[config.mk]
export PLATFORM = sky130hd
export DESIGN_NAME = channel_alu
export DESIGN_NICKNAME = d
export VERILOG_FILES = /design/src/core_isa_pkg.sv /design/src/channel_alu.sv
export SDC_FILE = /design/constraint.sdc
export NUM_CORES = 1
export LEC_CHECK = 0
export CORE_UTILIZATION = 60
export CTS_CLUSTER_DIAMETER = 50
export DETAILED_ROUTE_END_ITERATION = 10
export DONT_BUFFER_PORTS = 1
export GPL_ROUTABILITY_DRIVEN = 0
export MAX_ROUTING_LAYER = met4
export PLACE_DENSITY_LB_ADDON = 0.12
export SLEW_MARGIN = 20
export SYNTH_ARGS = -nofsm -noshare
export SYNTH_HDL_FRONTEND = slang
export SYNTH_SLANG_ARGS = --single-unit
export TNS_END_PERCENT = 5
[constraint.sdc]
create_clock -name clock -period 9 [get_ports clock]
set_input_delay 2.25 -clock clock [delete_from_list [all_inputs] [get_ports clock]]
set_output_delay 2.25 -clock clock [all_outputs]
set_load 0.02 [all_outputs]
[src/core_isa_pkg.sv]
`default_nettype none

package core_isa_pkg;

    // Each channel owns this many general registers
    localparam int NUM_REGS = 8;

    typedef logic [2:0] channel_t;
    typedef logic [$clog2(NUM_REGS)-1:0] reg_idx_t;

    typedef enum logic [4:0] {
        NOP  = 5'd0,
        ADD  = 5'd1,
        SUB  = 5'd2,
        AND  = 5'd3,
        OR   = 5'd4,
        XOR  = 5'd5,
        LDC  = 5'd6,
        LDCH = 5'd7,
        STOP = 5'd8
    } opcode_t;

    // Instruction word with the opcode in the low five bits
    typedef struct packed {
        logic [17:0] unused;
        reg_idx_t    rb;
        reg_idx_t    ra;
        reg_idx_t    rd;
        logic [4:0]  opcode;
    } instr_t;

    typedef struct packed {
        logic        valid;
        instr_t      instr;
        logic [31:0] constant;
        channel_t    channel;
    } issue_t;

    typedef struct packed {
        logic        valid;
        opcode_t     opcode;
        reg_idx_t    rd;
        reg_idx_t    ra;
        reg_idx_t    rb;
        channel_t    channel;
        logic [31:0] constant;
    } decoded_op_t;

    // Register file address, one register of one channel
    typedef struct packed {
        channel_t channel;
        reg_idx_t index;
    } rf_addr_t;

    typedef struct packed {
        logic        valid;
        channel_t    channel;
        reg_idx_t    rd;
        logic [31:0] value;
    } writeback_t;

endpackage

`default_nettype wire
[src/channel_alu.sv]
`timescale 1ns/100ps
`default_nettype none

module channel_alu import core_isa_pkg::*; (
    input  logic        clock,
    input  logic        rst,
    input  decoded_op_t op,
    input  logic [31:0] ra_value,
    input  logic [31:0] rb_value,
    output writeback_t  wb
);

    logic [31:0] result;
    logic writes_rd;
    writeback_t next_wb;

    always_comb begin
        writes_rd = 1'b1;
        case (op.opcode)
            ADD: begin
                result = ra_value + rb_value;
            end
            SUB: begin
                result = ra_value - rb_value;
            end
            AND: begin
                result = ra_value & rb_value;
            end
            OR: begin
                result = ra_value | rb_value;
            end
            XOR: begin
                result = ra_value ^ rb_value;
            end
            LDC: begin
                result = op.constant;
            end
            // Each channel sees its own index
            LDCH: begin
                result = 32'(op.channel);
            end
            default: begin
                result = '0;
                writes_rd = 1'b0;
            end
        endcase
    end

    always_comb begin
        next_wb.valid = op.valid && writes_rd;
        next_wb.channel = op.channel;
        next_wb.rd = op.rd;
        next_wb.value = result;
    end

    always_ff @(posedge clock) begin
        if (rst) begin
            wb.valid <= 1'b0;
        end else begin
            wb <= next_wb;
        end
    end

endmodule

`default_nettype wire

# After elaboration in Yosys (flattened, before gate mapping)

Index checks and enable logic that the tools add are counted.

Input bits: 116
Register bits after elaboration: 39
Output and inout bits: 39

Reduce and logical (&&, ||, !) cells: 2
Bitwise gates (word level): 3
Multiplexer cells: 2
Eq/ne operators: 7
Add/subtract/negate cells: 2

Operators by type and width:

| operator                                      | number |
|---|---|
| one-hot mux 32 bit (7 select lines)           | 1 |
| adder 32 bit                                  | 1 |
| bitwise AND 32 bit                            | 1 |
| OR 32 bit                                     | 1 |
| subtractor 32 bit                             | 1 |
| bitwise XOR 32 bit                            | 1 |
| == test 5 x 3 -> 1 bit, second input constant | 4 |
| == test 5 x 2 -> 1 bit, second input constant | 2 |
| OR reduction 7 bit                            | 1 |
| == test 5 x 1 -> 1 bit, second input constant | 1 |
| logical AND 1 bit                             | 1 |
| 2-to-1 mux 1 bit                              | 1 |

# Logic depth before layout (Yosys ltp)

Depth after elaboration: 4
Gate-level depth with buffers: 17
Gate-level depth less buffers: 16

# Worst setup path before layout

No wires, ideal clock.

Path kind: input to register
Start point: input op[44] (netlist bit)
End point: register wb[31] (netlist bit) (data pin)
Arrival time: 5757 ps
Cell stages on the path: 14
Data required time: 8863 ps
Slack: 3105 ps
Setup time: 137 ps
Cells stage by stage: nand2b_1 > nor4_1 > clkbuf_1 > nor2_1 > xnor2_1 > ha_1 > buf_2 > nand2_1 > o21a_1 > a211o_1 > a211o_1 > a31o_2 > or4_1 > nand4_1

RTL lines:

| what                 | RTL line          | text |
|---|---|---|
| from (decl)          | channel_alu.sv:7  | `input decoded_op_t op,` |
| to (signal assigned) | channel_alu.sv:60 | `wb <= next_wb;` |
| to (decl)            | channel_alu.sv:10 | `output writeback_t wb` |

==> results.sh <==
export IMPL_crit_required_ns=9.17
export IMPL_numCtsBuffers=5
export IMPL_dp_hpwl_mm=12.3
export IMPL_ctsResizeCount=0
export IMPL_fin_tns_setup_ns=0
export IMPL_postCtsSetupBuffers=0
export IMPL_grt_overflow=0
export IMPL_status="complete, no violations"
export IMPL_wl_per_cell_um=20.3
export IMPL_grt_total_usage_pct=33.4
export IMPL_slew_headroom_pct=47.6
export IMPL_drt_wl_total_mm=15.9
export IMPL_netlist_instances=689
export IMPL_clockBufferDepth=2
export IMPL_cp_top_family="simple AND/OR/NAND/NOR gates"
export IMPL_drt_iter0_drc=352
export IMPL_cp_end_kind="flop"
export IMPL_synth_seq_area_share_pct=20.7
export IMPL_drt_first_pass_iters=5
export IMPL_cts_tree="yes"
export IMPL_synth_top_area_cell="ha_1"
export IMPL_postCtsHoldBufs=0
export IMPL_synth_main_ff_cell="edfxtp_1"
export IMPL_reg_top3="wb x39"
export IMPL_drv_slew=0
export IMPL_path_buf_inv=0
export IMPL_vias_per_cell=6.72
export IMPL_synthTopCellsByArea="ha_1, edfxtp_1, xnor2_1, inv_1, o21ai_0"
export IMPL_synth_nets=902
export IMPL_cp_slowest_cell="nor4_1"
export IMPL_powerDensity_nw_per_um2=107
export IMPL_ys_warnings_count=0
export IMPL_die_x_um=98.8
export IMPL_crit_chain="or4_4 -> nor4_1 -> and2_1 -> and3_1 -> nor2_1 -> xnor2_1 -> ha_1 -> a21o_1 -> nand3_1 -> and2_2 -> a211o_1 -> a31o_2 -> or4_1 -> nand4_1"
export IMPL_synth_edf_count=38
export IMPL_critical_path_class="in2reg"
export IMPL_grt_pass1_wl_mm=25.4
export IMPL_synth_top_area_share_pct=21.4
export IMPL_grt_max_degree=39
export IMPL_io_buffers=0
export IMPL_dp_slack_ns=2.66
export IMPL_async_flop_share_pct=0
export IMPL_core_um2=8890
export IMPL_die_height_um=98.8
export IMPL_hold_viol_final=0
export IMPL_setup_ws_ns=2.86
export IMPL_clock_root_buffer="clkbuf_8"
export IMPL_p_leak_nw=2.54
export IMPL_vdd_drop_max_mv=0.0586
export IMPL_worst_slew_pin_slew_ns=0.779
export IMPL_start_util_pct=63.2
export IMPL_internal_power_mw=0.393
export IMPL_synth_area_um2=5620
export IMPL_ant_nets=0
export IMPL_h_tree_depth=2
export IMPL_sw_frac_of_total_pct=36.5
export IMPL_path_clk_slew_ns=0.09
export IMPL_path_max_fanout=6
export IMPL_diodes=0
export IMPL_fmax_mhz=163
export IMPL_cts_sinks=39
export IMPL_fin_crit_sh_pct=68.2
export IMPL_clkPwrFrac_pct=24.7
export IMPL_rows=34
export IMPL_cp_start_kind="input pin"
export IMPL_post_route_min_period_ns=6.14
export IMPL_synth_avg_cell_area_um2=8.16
export IMPL_regMostFlops="wb"
export IMPL_power_frac_comb_pct=36.3
export IMPL_ys_ff_latch=39
export IMPL_setup_viol=0
export IMPL_rsz0062_at_grt="no"
export IMPL_fin_nets=887
export IMPL_worstPathArrival_ns=6.31
export IMPL_final_layout_size_suffix_gt1_share_pct=4.30
export IMPL_io_pin_count=155
export IMPL_switchingPower_mw=0.226
export IMPL_antenna_found_initial=0
export IMPL_drcViolationCount=0
export IMPL_grt_pass1_vias=5108
export IMPL_p_total_mw=0.620
export IMPL_power_frac_seq_pct=39.0
export IMPL_critPathMaxStageDelay_ns=0.61
export IMPL_max_cap_viol_count=0
export IMPL_dieArea_um2=9760
export IMPL_area_growth_pct=2.92
export IMPL_synth_cell_type_count=62
export IMPL_vias=5263
export IMPL_holdCritPathClass="in2reg"
export IMPL_largest_reg_flops=39
==> layout make-up <==
class,instances,area [um^2]
clock inverters,1,30.0
fillers,773,3110
multi-input cells,546,4050
flip-flops and latches,39,1160
repair buffers,7,52.6
inverters,75,282
well taps,108,135
clock buffers,7,76.3
==> stage by stage <==
step	instance area, um^2	utilization, %	hold slack [ns]	std cells
CTS	5790	65.1	2.02	783
global route	5790	65.1	2.02	783
detailed placement	5680	63.9	2.33	775
global placement	5680	63.9	2.33	775
finish	5790	65.1	2.03	783
floorplan	5620	-	2.33	689
==> cells by family after synthesis <==
| kind of cell | Yosys count | share of synthesized area (%) |
|---|---|---|
| AOI/OAI and AO/OA | 213 | 25.0 |
| DFF | 39 | 20.7 |
| xor gates and xnor gates | 54 | 8.41 |
| buffers and inverters | 104 | 7.52 |
| adders and majority gates | 97 | 21.7 |
| muxes | 8 | 1.45 |
| and+or+nand+nor | 174 | 15.2 |
==> power by group through the flow <==
stage / registers [mW] / logic [mW] / clock network, mW
after floorplan: 0.244 / 0.176 / 0
after global placement: 0.246 / 0.212 / 0
after detailed placement: 0.246 / 0.220 / 0
after CTS: 0.242 / 0.221 / 0.156
after global routing: 0.243 / 0.250 / 0.159
final: 0.242 / 0.225 / 0.153
==> cell usage after synthesis, drive strengths merged, types with 14 or more instances <==
library cell,instances
nand2,57
a21o,14
xnor2,47
inv,75
a21oi,45
a31oi,14
o211ai,16
nor2,45
nand4,14
a221oi,14
o21ai,53
ha,96
edfxtp,38
clkbuf,22
a22oi,15
==> cell usage in the layout, fill, tap and decap left out, drive strengths merged, types with 2 or more instances in the layout <==
master    n
a221oi   14
xnor2    47
or4       4
nand2    57
inv      75
a22oi    15
and2      8
nor3     11
and3      5
a21oi    45
o31ai     3
mux2i     7
nand3    11
o211ai   16
a22o      2
nand2b    4
o21ai    53
or3       2
a31oi    14
nor2     45
nor4      3
a211oi    6
clkbuf    7
ha       96
o41ai     3
a311oi    3
nor2b     4
a211o     4
edfxtp   38
a21o     14
buf       7
a21boi    2
xor2      7
o21a      6
a31o      2
o2111ai   4
nand4    14
==> worst paths after layout <==
path / slack [ns] / cells past startpoint / to / start
setup / recovery: 2.86 / 14 / wb[31] / rb_value[5]
hold / removal: 2.03 / 1 / wb[38] / rst
==> metal layers <==
layer  vias up  wire length (um)  part of all wire, %  global-route usage [%]
li1       2479                 -                    -                       -
met1      2484              6680                   42                    43.5
met2       270              7170                   45                    53.1
met3        30              1740                   11                    7.02
met4         0               282                  1.8                    8.15
met5         -                 0                    0                       -
(Power assumes the default switching activity.)
