<file path="src/core_isa_pkg.sv">
`default_nettype none

package core_isa_pkg;

    // Each channel owns this many general registers
    localparam int NUM_REGS = 8;

    typedef logic [2:0] channel_t;
    typedef logic [$clog2(NUM_REGS)-1:0] reg_idx_t;

    typedef enum logic [4:0] {
        NOP  = 5'd0,
        ADD  = 5'd1,
        SUB  = 5'd2,
        AND  = 5'd3,
        OR   = 5'd4,
        XOR  = 5'd5,
        LDC  = 5'd6,
        LDCH = 5'd7,
        STOP = 5'd8
    } opcode_t;

    // Instruction word with the opcode in the low five bits
    typedef struct packed {
        logic [17:0] unused;
        reg_idx_t    rb;
        reg_idx_t    ra;
        reg_idx_t    rd;
        logic [4:0]  opcode;
    } instr_t;

    typedef struct packed {
        logic        valid;
        instr_t      instr;
        logic [31:0] constant;
        channel_t    channel;
    } issue_t;

    typedef struct packed {
        logic        valid;
        opcode_t     opcode;
        reg_idx_t    rd;
        reg_idx_t    ra;
        reg_idx_t    rb;
        channel_t    channel;
        logic [31:0] constant;
    } decoded_op_t;

    // Register file address, one register of one channel
    typedef struct packed {
        channel_t channel;
        reg_idx_t index;
    } rf_addr_t;

    typedef struct packed {
        logic        valid;
        channel_t    channel;
        reg_idx_t    rd;
        logic [31:0] value;
    } writeback_t;

endpackage

`default_nettype wire
</file>
<file path="src/register_file.sv">
`timescale 1ns/100ps
`default_nettype none

module register_file import core_isa_pkg::*; #(
    parameter int MAX_CHANNELS = 8
) (
    input  logic        clock,
    input  writeback_t  wb,
    input  rf_addr_t    ra_addr,
    input  rf_addr_t    rb_addr,
    input  rf_addr_t    host_addr,
    output logic [31:0] ra_value,
    output logic [31:0] rb_value,
    output logic [31:0] host_data
);

    // One bank of general registers per channel
    logic [31:0] regs [MAX_CHANNELS][NUM_REGS];

    // Results commit at the edge where the write-back is valid
    always_ff @(posedge clock) begin
        if (wb.valid) begin
            regs[wb.channel][wb.rd] <= wb.value;
        end
    end

    // Operand reads are combinational so the ALU sees them in the decode cycle
    assign ra_value = regs[ra_addr.channel][ra_addr.index];
    assign rb_value = regs[rb_addr.channel][rb_addr.index];

    // Host read, held stable by the bus master until ack
    assign host_data = regs[host_addr.channel][host_addr.index];

endmodule

`default_nettype wire

</file>
<file path="config.mk">
export PLATFORM = sky130hd
export DESIGN_NAME = register_file
export DESIGN_NICKNAME = d
export VERILOG_FILES = /design/src/core_isa_pkg.sv /design/src/register_file.sv
export SDC_FILE = /design/constraint.sdc
export NUM_CORES = 2
export LEC_CHECK = 0
export BUFFER_PORTS_ARGS = -buffer_cell sky130_fd_sc_hd__buf_2
export CORE_MARGIN = 2
export CORE_UTILIZATION = 45
export CTS_CLUSTER_DIAMETER = 50
export DETAILED_ROUTE_END_ITERATION = 8
export GPL_TIMING_DRIVEN = 0
export RECOVER_POWER = 25
export SLEW_MARGIN = 20
export SYNTH_ARGS = -nofsm -noshare
export SYNTH_HDL_FRONTEND = slang
export SYNTH_SLANG_ARGS = --single-unit
export TNS_END_PERCENT = 20
</file>
<file path="constraint.sdc">
create_clock -name clock -period 3.5 [get_ports clock]
set_input_delay 0.7 -clock clock [delete_from_list [all_inputs] [get_ports clock]]
set_output_delay 0.7 -clock clock [all_outputs]
set_load 0.02 [all_outputs]
</file>
== Word-level counts from Yosys, hierarchy flattened ==
Memory sizes are Yosys's and may differ from the RTL's.
Index checks and enable logic that the tools add are counted.

* Output and inout port bits: 96
* Memories: 1
* Flip-flop bits (word level): 0
* Memory bits (writable): 2048
* Word-level logic and storage cells: 24

* Muxes and demuxes: 13
* $lt $le $gt $ge: 5
* Reductions and logical operators: 1
* Bitwise operators: 4

{| class="wikitable"
|+ Memories
! memory !! depth !! bits a word !! rd ports !! clocked after memory_dff !! write ports !! RTL line !! source
|-
| regs || 8 || 256 || 3 || 0 || 1 || register_file.sv:18 || <nowiki>logic [31:0] regs [MAX_CHANNELS][NUM_REGS];</nowiki>
|}

{| class="wikitable"
|+ Operators by type and width
! kind !! number
|-
| 32-bit binary-select mux with 3-bit select || 3
|-
| 256-bit two-way mux || 1
|-
| 32-bit two-way mux || 7
|-
| 32-bit demux with 3-bit select || 1
|-
| 4-bit >= comparator, second input constant || 4
|-
| 3-bit inverter with 4-bit output || 4
|-
| 4-bit by 1-bit < comparator with 1-bit output, second input constant || 1
|-
| 1-bit logical AND || 1
|-
| 1-bit two-way mux || 1
|}

== Depth between registers and ports, before layout ==
* Word-level depth: 6
* Mapped depth: 11
* Mapped depth without buffers: 5

== Worst setup path before layout ==
Ideal clock, no wire load.

* Kind: input -> output
* Start point: input port rb_addr[3] (netlist name)
* End point: output port rb_value[0]
* Setup slack: -0.022 ns
* Arrival: 2.822 ns
* Cell stages on the path: 8
* Required time: 2.800 ns
* Cells stage by stage: buf_4 buf_4 buf_2 buf_2 mux4_2 mux2i_1 a21oi_1 a221o_1

* Word-level cells in the longest chain between the ends: 4

{| class="wikitable"
|+ RTL lines
! element !! RTL line !! source
|-
| start, declared || register_file.sv:10 || <nowiki>input rf_addr_t rb_addr,</nowiki>
|-
| memory 8 x 256 bit || - ||
|-
| 32-bit binary-select mux with 3-bit select || register_file.sv:29 || <nowiki>assign rb_value = regs[rb_addr.channel][rb_addr.index];</nowiki>
|-
| 32-bit two-way mux (implied by the code) (2 in a row) || register_file.sv:29 ||
|-
| end, declared || register_file.sv:13 || <nowiki>output logic [31:0] rb_value,</nowiki>
|}

Every way passes these cells. The select of a mux whose other input is x is not followed.

== Final worst setup path ==
* Start point: input port ra_addr[2] (netlist name)
* End point: output port ra_value[4]

* Word-level cells in the longest chain between the ends: 4

{| class="wikitable"
|+ RTL lines
! element !! RTL line !! source
|-
| start, declared || register_file.sv:9 || <nowiki>input rf_addr_t ra_addr,</nowiki>
|-
| 3-bit inverter with 4-bit output (implied by the code) || register_file.sv:28 || <nowiki>assign ra_value = regs[ra_addr.channel][ra_addr.index];</nowiki>
|-
| 32-bit binary-select mux with 3-bit select || register_file.sv:28 ||
|-
| 32-bit two-way mux (implied by the code) (2 in a row) || register_file.sv:28 ||
|-
| end, declared || register_file.sv:12 || <nowiki>output logic [31:0] ra_value,</nowiki>
|}

Every way passes these cells. The select of a mux whose other input is x is not followed.

==> run metrics <==
failing checks=capacitance limit, slew limit, setup timing; Top Registers=regs (2048); synth unique cells=44; synthesized flop and latch total=2048; Port Buffers=139; Worst Setup Path Type=in2out; H-tree depth=5; Initial Utilization=0.451; clock slew at reported path FFs=0.06 ns; Synth area leader=edfxtp_1; setup tns final=-124.92 ns; GP Congestion=1.15; GRT overflow=0; Top delay family on crit path=buffers and inverters; number of flip-flops in the largest register=2048; Bufs on Longest Clock Path=4; Core Region=245000 sq um; row cnt=182; final worst-path cycle share=1.29; CTS tree=yes; Switching Fraction=0.293; WL/cell=70.1 um; fmax=0.221 GHz; Slowest-stage cell, CP=buf_1; fill count=17800; finished layout cell area=143000 sq um; Area after DPL=123000 sq um; vias in the first global route=74400; Buf/Inv on CP=4; Die X=500 um; Final Hold Viols=0; hpwl dp=498000 um; Post-Place Setup Slack=-3.47 ns; Syn Area/Cell=20.6 sq um; Net Count, Synth=5437; area occupied by multi-input gates=50800 sq um; Max Cap Viol=29; crit-path cells=buf_2 -> inv_1 -> nand2_2 -> buf_1 -> o22ai_4 -> a21oi_2 -> buf_2; Slew headroom=-1.42; Ports=154; DR DRC count=0; DR vias=84200; Worst Setup Start Kind=input pin; fraction of layout cells with a size suffix above 1=0.573; Syn Std Cell Area=111000 sq um; Tmin final=4.53 ns; most frequent cells in the layout=edfxtp_1, mux4_2, clkbuf_16; Critical Path Most Common Cell=buf_2; first-pass GRT wire length=845000 um; unrepaired setup endpoints after global routing=true; GRT Total Usage=0.544; clk sinks=2048; Pwr per Cell Area=487 nW/um^2; Worst Max-Slew Pin Slew=3.63 ns; vias per cell=8.52; CP max stage delay=0.73 ns; Post-synth ARST share=0; YS warnings=0; count of final setup violators=537; pin count of the biggest net entering global routing=65; combinational share of power=0.183; TritonRoute pass-1 iters=8; Arrival @ worst endpoint=3.83 ns; Nets=6431; Die Ht=500 um; final core occ=0.584; Reg power frac=0.391; initial antenna violation count=90; synthesized instance count=5379; Top FF cell, synth=edfxtp_1; Final ANT Viol Nets=0; area share of the largest cell type after synthesis=0.555; ranking of synthesized cells by area=edfxtp_1, mux4_2, mux2i_1; Iteration-0 DRC Markers=19700; Die ar.=250000 sq um; Cell Int Power=49400 uW; HP Class=in2reg; WL final=693000 um; number of synthesized flops with an enable pin=2048; Num CTS Buffers=295; critical path capture point type=primary output; Lkg Pwr=0.0467 uW; Largest Register=regs; status=finished, violations left; CP max FO=10; Seq/Total Area, Yosys=0.555; Clock Power Share=0.426; peak supply drop=553 uV; Slew Limit Fails=1204; Final Power=69900 uW; Req. time, crit path=2.80 ns; Syn-to-layout area delta=29.4%; Sequential Area=61500 sq um; commonest non-fill, non-tap cell in the layout=edfxtp_1; Switching Power=20500 uW; final worst slack=-1.03 ns; CTS root buffer=clkbuf_16
-- stage by stage --
step / hold WS, ns / instances
finish: 0.328 / 9884
global route: 0.362 / 9822
detailed placement: 1.12 / 9005
global placement: 1.54 / 8738
CTS: 0.119 / 9612
floorplan: 0.799 / 5379
-- cell families (layout without fill, tap and decap cells) --
group / after synthesis / count (layout) / share of synthesized area
AOI/OAI and AO/OA: 385 / 385 / 0.0250
buffers and inverters: 511 / 1718 / 0.0223
DFF: 2048 / 2048 / 0.555
muxes: 2118 / 2118 / 0.384
other: 0 / 78 / 0
and+or+nand+nor: 317 / 317 / 0.0134
-- power by group through the flow --
stage | Clock, uW | Sequential, uW | Combinational (uW)
floorplan | 0 | 27800 | 4250
global placement | 0 | 27800 | 9490
detailed placement | 0 | 27800 | 9960
CTS | 29400 | 27300 | 11300
global route | 30400 | 27300 | 12200
finish | 29800 | 27300 | 12800
-- worst paths after layout --
kind              slack (ns)       start  depth (start not counted)      endpoint
setup / recovery       -1.03  ra_addr[2]                          7   ra_value[4]
hold / removal          0.33      wb[25]                          1  regs[7][153]
-- metal layers --
layer / track usage / vias to the layer above / share of wire / wire [um]
met2: 0.714 / 10600 / 0.39 / 269000
li1: - / 26600 / - / -
met1: 0.623 / 44100 / 0.30 / 211000
met3: 0.332 / 2789 / 0.19 / 131000
met5: 0.0322 / - / 0.0038 / 2630
met4: 0.453 / 42 / 0.11 / 78900
-- repair_timing --
action                                  4_1_cts  5_1_grt
cloned                                       15       10
gates resized for setup                    1464      396
hold endpoints to repair                      0        0
endpoints found under the setup margin       96       96
hold buffers                                  0        0
pin swaps                                    52       57
buffers inserted                             84      186
-- layout make-up --
class	instances	area share
Antenna cell	78	0.00136
Clock inverter	160	0.0121
Buffer	505	0.0490
Timing Repair Buffer	700	0.0728
Inverter	3	0.0000873
Multi-Input combinational cell	2820	0.354
Sequential cell	2048	0.429
Tap cell	3220	0.0281
Clock buffer	350	0.0535
-- cell usage after synthesis (3+ instances only) --
| library cell | count |
|---|---|
| mux2i_1 | 383 |
| mux4_2 | 1708 |
| nand3_1 | 26 |
| a211oi_1 | 41 |
| a211o_1 | 16 |
| buf_6 | 6 |
| and2_1 | 4 |
| a22oi_1 | 31 |
| nor4_1 | 5 |
| nor2_1 | 118 |
| a221oi_1 | 27 |
| or2_2 | 3 |
| edfxtp_1 | 2048 |
| a22o_1 | 40 |
| a21oi_1 | 70 |
| a31oi_1 | 20 |
| clkbuf_1 | 192 |
| nand3b_1 | 4 |
| o21ai_0 | 35 |
| a221o_1 | 35 |
| nor2b_1 | 65 |
| buf_1 | 51 |
| buf_2 | 185 |
| buf_4 | 73 |
| mux2_2 | 27 |
| o221ai_1 | 16 |
| nand2_1 | 73 |
| nand2b_1 | 12 |
| o22ai_1 | 47 |
Power figures use the tool's default switching activity.
