File: src/core_bus_pkg.sv
`default_nettype none

package core_bus_pkg;

    typedef struct packed {
        logic        cyc;
        logic        stb;
        logic        we;
        logic [11:0] adr;
        logic [31:0] dat;
    } wb_req_t;

    typedef struct packed {
        logic        ack;
        logic [31:0] dat;
    } wb_rsp_t;

    // Address regions, selected by adr bits 11:10
    localparam int REGION_MSB = 11;
    localparam int REGION_LSB = 10;
    localparam logic [1:0] REGION_PROGRAM = 2'd0;
    localparam logic [1:0] REGION_REGFILE = 2'd1;
    localparam logic [1:0] REGION_CONTROL = 2'd2;

    // Program memory word index within its region
    typedef logic [7:0] pm_index_t;

    // Register file fields within its region
    localparam int RF_CH_MSB  = 5;
    localparam int RF_CH_LSB  = 3;
    localparam int RF_REG_MSB = 2;
    localparam int RF_REG_LSB = 0;

    // Control register bits
    localparam int CTRL_RUN_BIT    = 8;
    localparam int STATUS_DONE_BIT = 16;
    localparam int STATUS_BUSY_BIT = 17;

endpackage

`default_nettype wire

File: src/core_isa_pkg.sv
`default_nettype none

package core_isa_pkg;

    // Each channel owns this many general registers
    localparam int NUM_REGS = 8;

    typedef logic [2:0] channel_t;
    typedef logic [$clog2(NUM_REGS)-1:0] reg_idx_t;

    typedef enum logic [4:0] {
        NOP  = 5'd0,
        ADD  = 5'd1,
        SUB  = 5'd2,
        AND  = 5'd3,
        OR   = 5'd4,
        XOR  = 5'd5,
        LDC  = 5'd6,
        LDCH = 5'd7,
        STOP = 5'd8
    } opcode_t;

    // Instruction word with the opcode in the low five bits
    typedef struct packed {
        logic [17:0] unused;
        reg_idx_t    rb;
        reg_idx_t    ra;
        reg_idx_t    rd;
        logic [4:0]  opcode;
    } instr_t;

    typedef struct packed {
        logic        valid;
        instr_t      instr;
        logic [31:0] constant;
        channel_t    channel;
    } issue_t;

    typedef struct packed {
        logic        valid;
        opcode_t     opcode;
        reg_idx_t    rd;
        reg_idx_t    ra;
        reg_idx_t    rb;
        channel_t    channel;
        logic [31:0] constant;
    } decoded_op_t;

    // Register file address, one register of one channel
    typedef struct packed {
        channel_t channel;
        reg_idx_t index;
    } rf_addr_t;

    typedef struct packed {
        logic        valid;
        channel_t    channel;
        reg_idx_t    rd;
        logic [31:0] value;
    } writeback_t;

endpackage

`default_nettype wire
File: src/host_interface.sv
`timescale 1ns/100ps
`default_nettype none

module host_interface import core_bus_pkg::*; import core_isa_pkg::*; #(
    parameter int MAX_CHANNELS = 8,
    localparam int NCH_WIDTH = $clog2(MAX_CHANNELS + 1)
) (
    input  logic                 clock,
    input  logic                 rst,
    input  wb_req_t              wb_req,
    output wb_rsp_t              wb_rsp,
    input  logic                 busy,
    input  logic                 done,
    input  logic [31:0]          pm_rd_data,
    input  logic [31:0]          rf_host_data,
    output logic                 pm_wr_en,
    output pm_index_t            pm_wr_addr,
    output logic [31:0]          pm_wr_data,
    output pm_index_t            pm_rd_addr,
    output rf_addr_t             rf_host_addr,
    output logic [NCH_WIDTH-1:0] n_channels,
    output logic                 run
);

    logic [1:0] region;
    logic ack;
    logic request;
    logic write_cycle;
    logic ctrl_write;
    logic channels_ok;
    logic [NCH_WIDTH-1:0] new_channels;
    logic [31:0] status;
    logic [31:0] read_data;

    assign region = wb_req.adr[REGION_MSB:REGION_LSB];

    // A request is taken once, in the cycle before its ack
    assign request = wb_req.cyc && wb_req.stb && !ack;
    assign write_cycle = request && wb_req.we && !busy;
    assign pm_wr_en = write_cycle && region == REGION_PROGRAM;
    assign ctrl_write = write_cycle && region == REGION_CONTROL;

    assign new_channels = wb_req.dat[NCH_WIDTH-1:0];
    assign channels_ok = new_channels != '0 && new_channels <= MAX_CHANNELS;

    assign pm_wr_addr = wb_req.adr[7:0];
    assign pm_rd_addr = wb_req.adr[7:0];
    assign pm_wr_data = wb_req.dat;
    assign rf_host_addr = '{channel: wb_req.adr[RF_CH_MSB:RF_CH_LSB],
                            index: wb_req.adr[RF_REG_MSB:RF_REG_LSB]};

    always_ff @(posedge clock) begin
        if (rst) begin
            ack <= 1'b0;
            run <= 1'b0;
            n_channels <= NCH_WIDTH'(1);
        end else begin
            ack <= request;
            run <= ctrl_write && wb_req.dat[CTRL_RUN_BIT];
            if (ctrl_write && channels_ok) begin
                n_channels <= new_channels;
            end
        end
    end

    // Read data is valid while ack is high since the master holds adr
    always_comb begin
        status = '0;
        status[NCH_WIDTH-1:0] = n_channels;
        status[STATUS_DONE_BIT] = done;
        status[STATUS_BUSY_BIT] = busy;
        case (region)
            REGION_PROGRAM: read_data = pm_rd_data;
            REGION_REGFILE: read_data = rf_host_data;
            REGION_CONTROL: read_data = status;
            default: read_data = '0;
        endcase
    end

    assign wb_rsp = '{ack: ack, dat: read_data};

endmodule

`default_nettype wire

File: config.mk
export PLATFORM = sky130hd
export DESIGN_NAME = host_interface
export DESIGN_NICKNAME = d
export VERILOG_FILES = /design/src/core_bus_pkg.sv /design/src/core_isa_pkg.sv /design/src/host_interface.sv
export SDC_FILE = /design/constraint.sdc
export NUM_CORES = 1
export LEC_CHECK = 0
export BUFFER_PORTS_ARGS = -buffer_cell sky130_fd_sc_hd__buf_2
export CAP_MARGIN = 40
export CORE_AREA = 2 2 80 82
export DETAILED_ROUTE_END_ITERATION = 6
export DIE_AREA = 0 0 82 84
export SLEW_MARGIN = 20
export SYNTH_ARGS = -nofsm -noshare
export SYNTH_HDL_FRONTEND = slang
export SYNTH_SLANG_ARGS = --single-unit
export TNS_END_PERCENT = 30
File: constraint.sdc
create_clock -name clock -period 2.35 [get_ports clock]
set_input_delay 0.3525 -clock clock [delete_from_list [all_inputs] [get_ports clock]]
set_output_delay 0.3525 -clock clock [all_outputs]
set_load 0.02 [all_outputs]
======== Yosys cells after proc, flatten, opt, wreduce, memory -nomap -nowiden ========
Cells that the tools add are included.
Widths: inputs -> output; s select.
operators by class
  add/sub/neg operators ................... 0
  multipliers ............................. 0
  divide/modulo/power cells ............... 0
  order comparisons ....................... 1
  equal/unequal tests ..................... 2
  shifts and indexed selects .............. 0
  muxes and demuxes ....................... 1
  bitwise operators ....................... 0
  reductions and logical operators ........ 13
operator list
  operator            number
  $pmux 32 s3         1
  $logic_and 1x1->1   9
  $le 4x4->1 const B  1
  $reduce_bool 4->1   1
  $eq 2x1->1 const B  1
  $eq 2x2->1 const B  1
  $logic_not 1->1     2
  $logic_not 2->1     1
storage, ports and cells
  flip-flop bits (word level) ............. 6
  bits in latches ......................... 0
  RAM bits ................................ 0
  memory bits (read-only) ................. 0
  bits of input ports ..................... 115
  output and inout port bits .............. 93
  memories ................................ 0

======== Longest topological paths before layout ========
  depth in word-level cells ............... 6
  gate-level depth with buffers ........... 6

======== Worst setup path before layout ========
OpenSTA, ideal clock, no wires.
  path kind ............................... input -> output
  start ................................... input port wb_req[42] in the netlist's numbering
  end ..................................... output port wb_rsp[0] in the netlist's numbering
  arrival time ............................ 1.391 ns
  data required time ...................... 1.997 ns
  path slack .............................. 0.606 ns
  stages .................................. 4
  path buffers ............................ 2
  path through ............................ buf_2 buf_2 mux2i_1 o21ai_0
RTL lines
  what             line                  RTL
  start, declared  host_interface.sv:10  input wb_req_t wb_req,
  end, declared    host_interface.sv:11  output wb_rsp_t wb_rsp,

==> impl_metrics.tcl <==
set metrics [dict create \
    yosys_most_used_dff "dfxtp_1" \
    fin_ws_ns 0.628 \
    routed-wl-met3_um 313 \
    hold_buffers 0 \
    rows 29 \
    period_share_pct 73.3 \
    cp_common_cell "buf_2" \
    crit_path_end_kind "output port" \
    synth_area_per_cell_um2 7.39 \
    dr.first_iter.drc_count 25 \
    areaGrowthSynthToFinish_pct 23.7 \
    drt_wl_total_um 3720 \
    ys_top_cells_by_area "buf_4, mux2i_1, dfxtp_1, nor2_1, nand2_1" \
    setup_viol 0 \
    fmax_mhz 581 \
    start_util_pct 20.7 \
    cts_tree "done" \
    synth_edf_count 0 \
    path_class "in2out" \
    critPathMaxFanout 16 \
    critical_path.top_delay_family "buffers and inverters" \
    yosys_warnings 0 \
    finalMaxSlewViolations 0 \
    period_needed_ns 1.72 \
    wl_met2_um 1840 \
    layout.cells.non_filler 310 \
    tightestPinTransition_ns 0.304 \
    topRoutingLayerUsed "met4" \
    synth_seq_cells 6 \
    power.leakage_nw 0.910 \
    grt_max_degree 26 \
    antenna_found_initial 0 \
    die_x_um 82 \
    syn_nets 286 \
    nets 350 \
    clk_pin_slew_worst_paths_ns 0.04 \
    die_h_um 84 \
    numCtsBuffers 3 \
    overflow 0 \
    num_vias 1289 \
    powerDensity_nw_per_um2 335 \
    ant_nets 0 \
    cts_resized 0 \
    pin_count 208 \
    hold_class "in2reg" \
    rsz0062_at_grt "no" \
    ir_drop_mv 0.189 \
    n_antenna_cell 0 \
    cts_root_buffer "clkbuf_8" \
    yosysTopAreaCell "buf_4" \
    htreeDepth 1 \
    hold_violations 0 \
    placed_cells 307 \
    finalClockSkew_ns 0.00257 \
    slowest_stage "buf_4" \
    place_ws_ns 0.615 \
    die_area_um2 6890 \
    hpwl_um 3130 \
    drive_above_1_share_pct 55.8 \
    async_reset_ff_share_pct 0 \
    required_ns 2.00 \
    max_slew_margin_pct 79.7 \
    yosysSeqAreaShare_pct 9.50 \
    cts_buffer_depth 2 \
    outcome "complete, no violations" \
    critPathBufInv 3 \
    cap_violations 0 \
    synthDistinctLibCells 25 \
    drcViolationCount 0 \
    coreArea_um2 6100 \
    cp_cell_sequence "buf_2 > buf_4 > mux2i_1 > nor2_1 > buf_2" \
    wl_met1_um 1420 \
    cts_num_sinks 6 \
    port_buffers 121 \
    wl_per_cell_um 12.0 \
    ff2ff_setup_slack_ns 1.03 \
    fin_tns_setup_ns 0 \
    grt_pass1_wl_um 5450 \
    cp-start-kind "input pin" \
    firstDrtPassIters 4 \
    synth_top_area_share_pct 33.3 \
    clk_latency_ns 0.22 \
    grt_pass1_vias 1194 \
    synth_most_common_cell "buf_4" \
    vias_per_cell 4.16 \
    track_usage_pct 10.0 \
    max_stage_delay_ns 0.31 \
    arrival_ns 1.37 \
    syn-cell-area_um2 1260 \
    postCtsSetupBuffers 0 \
    syn_inst 171 \
    synth.top_cells.by_count "buf_4, mux2i_1, nor2_1" \
    finalWeightedCongestion 0.663 \
]
## cell families after synthesis
| group | count (synthesis) | share of synthesized area [%] |
|---|---|---|
| buffers and inverters | 65 | 36.9 |
| multiplexers | 32 | 25.3 |
| AO/OA/AOI/OAI | 14 | 6.83 |
| flip-flops | 6 | 9.51 |
| AND/OR/NAND/NOR | 53 | 20.7 |
| XOR/XNOR | 1 | 0.693 |
## through the flow
step	total power, W	utilization (%)	area (µm²)	hold WS [ns]
floorplan	0.000381	-	1260	0.422
finish	0.000523	25.6	1560	0.372
global route	0.000556	25.6	1560	0.377
detailed placement	0.000371	25.0	1520	0.504
CTS	0.000529	25.6	1560	0.363
global placement	0.000367	25.0	1520	0.497
## report_power, final
part / internal [W] / total [W] / switching, W
Combinational: 0.000116 / 0.000261 / 0.000145
Clock: 0.000110 / 0.000157 / 0.0000468
Sequential: 0.000104 / 0.000105 / 0.00000102
## path summary, 6_finish.rpt
kind                  from       endpoint  depth (start not counted)
min reg2reg  n_channels[3]  n_channels[3]                          2
min                    rst  n_channels[2]                          2
max             wb_req[42]     wb_rsp[21]                          5
max reg2reg            ack  n_channels[0]                          4
## cells in the final DEF (no fill, tap or decap)
cell type	instances
a21boi_1	1
a21oi_1	2
a221oi_1	2
a311o_1	1
a31oi_1	1
and3_1	2
and3b_1	1
buf_2	121
buf_4	3
clkbuf_8	3
dfxtp_1	6
mux2i_1	32
nand2_1	10
nand3_1	1
nand3_2	1
nand3b_1	2
nor2_1	28
nor2b_1	4
nor2b_4	1
nor3_1	1
nor3_4	1
nor3b_1	1
o21ai_0	7
xnor2_1	1
## state kept, by name, indices dropped and copies added, names as in the netlist
name        flops
n_channels      4
ack             1
run             1
## final cells by class
class	instances	area [µm²]
fillers	702	4530
clock buffers	3	41.3
multi-input cells	100	677
well taps	77	96.3
repair buffers	124	628
flip-flops and latches	6	120
## worst reg2reg max path: cells and delay by family (launching register included)
kind	cells	cell delay, ns
simple gates	2	0.52
flops	1	0.31
compound gates	2	0.38
## metal layers
metal | global-route usage, % | vias up
li1 | - | 641
met5 | 0 | -
met3 | 1.52 | 23
met4 | 5.45 | 0
met1 | 10.6 | 553
met2 | 18.2 | 72
(Power assumes the default switching activity.)
