<file path="config.mk">
export PLATFORM = sky130hd
export DESIGN_NAME = control_unit
export DESIGN_NICKNAME = d
export VERILOG_FILES = /design/src/core_isa_pkg.sv /design/src/control_unit.sv
export SDC_FILE = /design/constraint.sdc
export NUM_CORES = 1
export LEC_CHECK = 0
export ABC_AREA = 1
export ABC_CLOCK_PERIOD_IN_PS = 1930
export BUFFER_PORTS_ARGS = -buffer_cell sky130_fd_sc_hd__buf_4
export CORE_ASPECT_RATIO = 0.7
export CORE_MARGIN = 4
export CORE_UTILIZATION = 34
export DETAILED_ROUTE_END_ITERATION = 7
export HOLD_SLACK_MARGIN = 0.08
export PLACE_DENSITY = 0.77
export SLEW_MARGIN = 5
export SYNTH_ARGS = -nofsm -noshare
export SYNTH_HDL_FRONTEND = slang
export SYNTH_SLANG_ARGS = --single-unit
</file>
<file path="constraint.sdc">
create_clock -name clock -period 1.93 [get_ports clock]
set_clock_uncertainty 0.15 [all_clocks]
set_input_delay 0.0965 -clock clock [delete_from_list [all_inputs] [get_ports clock]]
set_output_delay 0.0965 -clock clock [all_outputs]
set_load 0.01 [all_outputs]
</file>
<file path="src/core_isa_pkg.sv">
`default_nettype none

package core_isa_pkg;

    // Each channel owns this many general registers
    localparam int NUM_REGS = 8;

    typedef logic [2:0] channel_t;
    typedef logic [$clog2(NUM_REGS)-1:0] reg_idx_t;

    typedef enum logic [4:0] {
        NOP  = 5'd0,
        ADD  = 5'd1,
        SUB  = 5'd2,
        AND  = 5'd3,
        OR   = 5'd4,
        XOR  = 5'd5,
        LDC  = 5'd6,
        LDCH = 5'd7,
        STOP = 5'd8
    } opcode_t;

    // Instruction word with the opcode in the low five bits
    typedef struct packed {
        logic [17:0] unused;
        reg_idx_t    rb;
        reg_idx_t    ra;
        reg_idx_t    rd;
        logic [4:0]  opcode;
    } instr_t;

    typedef struct packed {
        logic        valid;
        instr_t      instr;
        logic [31:0] constant;
        channel_t    channel;
    } issue_t;

    typedef struct packed {
        logic        valid;
        opcode_t     opcode;
        reg_idx_t    rd;
        reg_idx_t    ra;
        reg_idx_t    rb;
        channel_t    channel;
        logic [31:0] constant;
    } decoded_op_t;

    // Register file address, one register of one channel
    typedef struct packed {
        channel_t channel;
        reg_idx_t index;
    } rf_addr_t;

    typedef struct packed {
        logic        valid;
        channel_t    channel;
        reg_idx_t    rd;
        logic [31:0] value;
    } writeback_t;

endpackage

`default_nettype wire
</file>
<file path="src/control_unit.sv">
`timescale 1ns/100ps
`default_nettype none

module control_unit import core_isa_pkg::*; #(
    parameter int PROGRAM_DEPTH = 256,
    parameter int MAX_CHANNELS = 8,
    localparam int PC_WIDTH = $clog2(PROGRAM_DEPTH),
    localparam int CH_WIDTH = $clog2(MAX_CHANNELS),
    localparam int NCH_WIDTH = $clog2(MAX_CHANNELS + 1)
) (
    input  logic                 clock,
    input  logic                 rst,
    input  logic                 run,
    input  logic [NCH_WIDTH-1:0] n_channels,
    input  instr_t [1:0]         fetch_words,
    output logic [PC_WIDTH-1:0]  fetch_addr,
    output issue_t               issue,
    output logic                 busy,
    output logic                 done
);

    typedef enum logic [1:0] {
        IDLE,
        FETCH,
        ISSUE,
        DRAIN
    } state_t;

    state_t state;
    logic [PC_WIDTH-1:0] pc;
    logic [CH_WIDTH-1:0] channel;
    logic [1:0] drain_count;
    logic is_stop;
    logic is_ldc;
    logic last_channel;

    assign is_stop = fetch_words[0].opcode == STOP;
    assign is_ldc = fetch_words[0].opcode == LDC;
    assign last_channel = channel == CH_WIDTH'(n_channels - 1'b1);

    always_ff @(posedge clock) begin
        if (rst) begin
            state <= IDLE;
            pc <= '0;
            channel <= '0;
            drain_count <= '0;
            done <= 1'b0;
        end else begin
            case (state)
                IDLE: begin
                    if (run) begin
                        state <= FETCH;
                        pc <= '0;
                        channel <= '0;
                        done <= 1'b0;
                    end
                end
                // Memory presents the word pair at pc during the first ISSUE cycle
                FETCH: begin
                    state <= ISSUE;
                end
                ISSUE: begin
                    if (is_stop) begin
                        state <= DRAIN;
                        drain_count <= '0;
                    end else if (last_channel) begin
                        channel <= '0;
                        // The constant word of an LDC is skipped
                        pc <= pc + (is_ldc ? PC_WIDTH'(2) : PC_WIDTH'(1));
                        state <= FETCH;
                    end else begin
                        channel <= channel + 1'b1;
                    end
                end
                // Wait for the last write-backs to reach the register file
                DRAIN: begin
                    if (drain_count == 2'd2) begin
                        done <= 1'b1;
                        state <= IDLE;
                    end else begin
                        drain_count <= drain_count + 1'b1;
                    end
                end
                default: begin
                    state <= IDLE;
                end
            endcase
        end
    end

    always_comb begin
        issue.valid = state == ISSUE && !is_stop;
        issue.instr = fetch_words[0];
        issue.constant = fetch_words[1];
        issue.channel = channel_t'(channel);
    end

    assign fetch_addr = pc;
    assign busy = state != IDLE;

endmodule

`default_nettype wire

</file>
; ---- Word level (Yosys, flattened, before mapping)
; Cells that the tools add are included.
[word_totals]
ff_bits = 16
inputBits = 71
output_inout_bits = 78
[op_classes]
n_mux = 20
reduce_logical = 12
n_addsub = 4
n_eq_ne = 14
[ops]
columns = cell, n
row1 = 8-bit two-way mux, 3
row2 = 8-bit case mux with 2 select lines, 1
row3 = 2-bit two-way mux, 7
row4 = "2-bit inequality test, second input constant", 6
row5 = 3-bit AND reduction, 4
row6 = 3-bit two-way mux, 3
row7 = 8-bit by 2-bit adder with 8-bit output, 1
row8 = 2-bit case mux with 4 select lines, 1
row9 = 2-bit nonzero test, 4
row10 = "2-bit == test, second input constant", 3
row11 = 3-bit case mux with 2 select lines, 1
row12 = "5-bit by 3-bit == test with 1-bit output, second input constant", 1
row13 = "5-bit by 4-bit == test with 1-bit output, second input constant", 1
row14 = 2-bit case mux with 2 select lines, 1
row15 = 4-bit AND reduction, 1
row16 = "3-bit by 1-bit adder with 3-bit output, second input constant", 1
row17 = 3-bit == test, 1
row18 = "3-bit inequality test, second input constant", 1
row19 = "3-bit by 1-bit subtractor with 3-bit output, second input constant", 1
row20 = "2-bit by 1-bit adder with 2-bit output, second input constant", 1
row21 = "2-bit by 1-bit == test with 1-bit output, second input constant", 1
row22 = 2-bit logical NOT, 1
row23 = 1-bit two-way mux, 2
row24 = 1-bit case mux with 2 select lines, 1
row25 = 2 further kinds, 2

; ---- Logic depth before layout (Yosys ltp)
[depth]
word_depth = 6
depth_mapped = 14
ltp_nobuf = 14

; ---- Least setup slack after synthesis
; OpenSTA, ideal clock, no wires.
[synth_timing]
path_kind = input to register
from = input fetch_words[2] in the netlist's numbering
to = register pc[4] (netlist: fetch_addr[4])
setup_slack_ns = 0.024
stages = 13
t_arrival_ns = 1.687
path_cell_list = inv_1 -> nor2_1 -> nand2_1 -> nor2_1 -> inv_1 -> ha_1 -> fa_1 -> inv_1 -> nor2_1 -> xor2_1 -> nor2_1 -> nand3_2 -> a21oi_2
[synth_between]
elab_chain_cells = 6
elab_cells_between_ends = 9
classes_between = add/sub: 1 / eq/ne: 3 / mux: 4 / reduce/logical: 1
[synth_rtl]
columns = item, line
row1 = from (decl), control_unit.sv:15  ; input instr_t [1:0] fetch_words,
row2 = 5-bit by 3-bit == test with 1-bit output, control_unit.sv:38  ; assign is_ldc = fetch_words[0].opcode == LDC;
row3 = 2-bit two-way mux, control_unit.sv:69  ; pc <= pc + (is_ldc ? PC_WIDTH'(2) : PC_WIDTH'(1));
row4 = 8-bit by 2-bit adder with 8-bit output, control_unit.sv:69
row5 = 8-bit two-way mux, control_unit.sv:66  ; end else if (last_channel) begin
row6 = 8-bit two-way mux, control_unit.sv:63  ; if (is_stop) begin
row7 = 8-bit case mux with 2 select lines, control_unit.sv:49  ; case (state)
row8 = to (signal assigned), control_unit.sv:69
row9 = to (decl), control_unit.sv:30  ; logic [PC_WIDTH-1:0] pc;
; Parallel ways exist; a longest one is shown, timed or not. The select of a mux whose other input is x is not followed.
; A chain may end at the register's enable or synchronous reset.

; ---- Worst setup path after layout
[layout_timing]
from = register pc[0] (netlist: fetch_addr[0])
to = register pc[4] (netlist: fetch_addr[4])
[layout_between]
elab_chain_cells = 4
[layout_rtl]
columns = item, line
row1 = 8-bit by 2-bit adder with 8-bit output, control_unit.sv:69
row2 = 8-bit two-way mux, control_unit.sv:66
row3 = 8-bit two-way mux, control_unit.sv:63
row4 = 8-bit case mux with 2 select lines, control_unit.sv:49
; Every way passes these cells. The select of a mux whose other input is x is not followed.

==> run summary <==
Fillers = 435
clk_lat worst skew = 0.25 ns
I/O pin count = 149
Static Leak = 0.963 nW
WP data required = 1.97 ns
total congestion overflow = 0
syn_nets = 310
Area Growth Syn to Fin = 30.4%
post-synthesis cell type count = 27
post-DR vias/cell = 4.46
post-DP HPWL = 2420 µm
worst hold slack = 0.238 ns
Initial Util = 36.4%
Seq/Total Area, Yosys = 19.6%
status = completed
Final ANT Viol Nets = 0
final instance area = 2130 µm²
gpl congestion = 0.885
reg2reg setup slack = 0.16 ns
cell area after placement = 1460 µm²
num rows = 20
Least-Margin Pin Slew = 0.257 ns
Residual DRC = 0
R2R cell count = 8
clk buf depth = 2
CTS Root Cell = clkbuf_8
DR iter-0 viols = 50
post-route setup slack = 0.164 ns
RSZ-0062 raised after global routing = no
arrival time at the worst endpoint = 1.81 ns
worst-path fanout max = 4
Tcrit/Tclk final = 91.5%
CTS HTree Levels = 1
port buffer count = 29
Relative slew margins = 82.8%
full die area = 5990 µm²
average size of a mapped cell = 7.00 µm²
DR pass1 iterations = 5
Final setup viols = 0
main flop type after synthesis = dfxtp_1
fmax = 566 MHz
worst hold path depth = 2
initial antenna violation count = 0
Worst Setup Start Kind = flop
CTS Buf Count = 3
first-pass GRT wire length = 6210 µm
Tot GR Track Use = 12.6%
TritonCTS clock tree = built
drt total wl = 4240 µm
Final #Nets = 345
crit end category = flop
PD cells = 676 nW/µm²
chip height = 66.0 µm
Yosys reg bits = 16
postcts setup bufs = 0
pre-CTS setup slack = -0.125 ns
worst hold start = fetch_words[2]
max-cap viol count = 0
HP Class = input pin to primary output
Reg clk slew, reported paths = 0.07 ns
number of diodes = 0
layout cells sized above 1 = 24.0%
Hold Path Sink = issue[37]
Synth Cell Area = 1630 µm²
Yosys warning total = 0
Post-Layout Cell Count = 322
CP Class = flop to flop
VDD IR-drop max = 0.325 mV
pin count of the biggest net entering global routing = 14
CORE AREA = 4480 µm²
number of clock sinks = 16
wire per inst = 13.2 µm
die width = 90.8 µm
vias in the first global route = 1,278
Hold Violations, Final = 0
Final Slew Violations = 0
min Tclk post-route = 1.77 ns
Syn Inst Count = 233
asr flop ratio synth = 0%
commonest cells after routing, fill and taps aside = 61 x dlygate4sd3_1, 42 x nand2_1, 35 x buf_4
commonest non-fill, non-tap cell in the layout = dlygate4sd3_1
total number of vias = 1,436
R2R Path Start = fetch_addr[0]
EDFF count, synth = 0
critical register-to-register path endpoint = fetch_addr[4]
dpl cells = 257
[area by class of cell]
type / instances / area [µm²] / area share [%]
Tap cell: 55 / 68.8 / 3.24
Inverter: 30 / 115 / 5.41
Clock buffer: 4 / 55.1 / 2.59
Sequential cell: 16 / 320 / 15.1
Timing Repair Buffer: 96 / 873 / 41.1
Multi-Input combinational cell: 121 / 694 / 32.6
[what timing repair did]
action / 4_1_cts / 5_1_grt
setup endpoints to repair: 0 / 1
endpoints found under the hold margin: 71 / 0
hold buffers: 61 / 0
resized for setup: 0 / 1
[layer usage]
| metal | up-vias | global-route usage (%) | wire (µm) |
|---|---|---|---|
| li1 | 725 | - | - |
| met1 | 649 | 15.3 | 1700 |
| met2 | 62 | 23.1 | 2260 |
| met3 | 0 | 3.41 | 285 |
| met4 | 0 | 1.69 | 0 |
| met5 | - | 0 | 0 |
[logic make-up (layout without fill, tap and decap cells)]
family                     Yosys count  in the layout  synth area share (%)
buffers and inverters               96            130                  38.0
and+or+nand+nor                     90             90                  27.7
AOI/OAI and AO/OA                   22             22                  8.05
DFF                                 16             16                  19.6
adders and majority gates            6              6                  5.06
xor gates and xnor gates             3              3                  1.61
[sequential cells by signal, summed over array words and instances, names as in the netlist]
| register | cells |
|---|---|
| state | 2 |
| fetch_addr | 8 |
| done | 1 |
| drain_count | 2 |
| channel | 3 |
[critical path: stages (launching register included)]
cell and delay [ns]:
dfxtp_1 0.33, ha_1 0.23, fa_2 0.38, inv_1 0.08, nor2_1 0.05, xor2_1 0.14, nor2_1 0.12, nand3_2 0.09
a21oi_2 0.13
[synthesized netlist by cell type (2+ instances only)]
cell type	n	share of area, %
inv_1	28	6.4
nand4_1	2	0.77
a21oi_2	5	2.7
xnor2_1	2	1.1
dfxtp_1	16	20
nand2_1	42	9.7
ha_1	5	3.8
nand3_2	6	3.7
buf_4	64	29
a21oi_1	10	3.1
o21ai_0	5	1.5
nand2_4	4	2.8
nand2_2	4	1.5
nor2_1	20	4.6
nand3_1	8	2.5
[where the power goes]
part,switching [mW],internal (mW)
logic,0.439,0.280
registers,0.0425,0.369
clock network,0.125,0.181
[through the flow]
step | util (%) | total power [mW] | setup TNS, ns
floorplan | - | 1.01 | 0
finish | 47.5 | 1.44 | 0
global route | 47.5 | 1.54 | 0
CTS | 47.4 | 1.45 | 0
detailed placement | 32.6 | 0.995 | -0.136
global placement | 32.6 | 0.986 | -0.0569
[how the worst max path moves through the flow]
stage | cells after the start | startpoint | endpoint
2_1_floorplan | 13 | fetch_words[2] | fetch_addr[4]
3_3_place_gp | 13 | fetch_words[0] | fetch_addr[4]
3_5_place_dp | 13 | fetch_words[0] | fetch_addr[4]
4_1_cts | 8 | fetch_addr[0] | fetch_addr[4]
5_1_grt | 8 | fetch_addr[0] | fetch_addr[4]
6_report | 8 | fetch_addr[0] | fetch_addr[4]
Power figures use the tool's default switching activity.
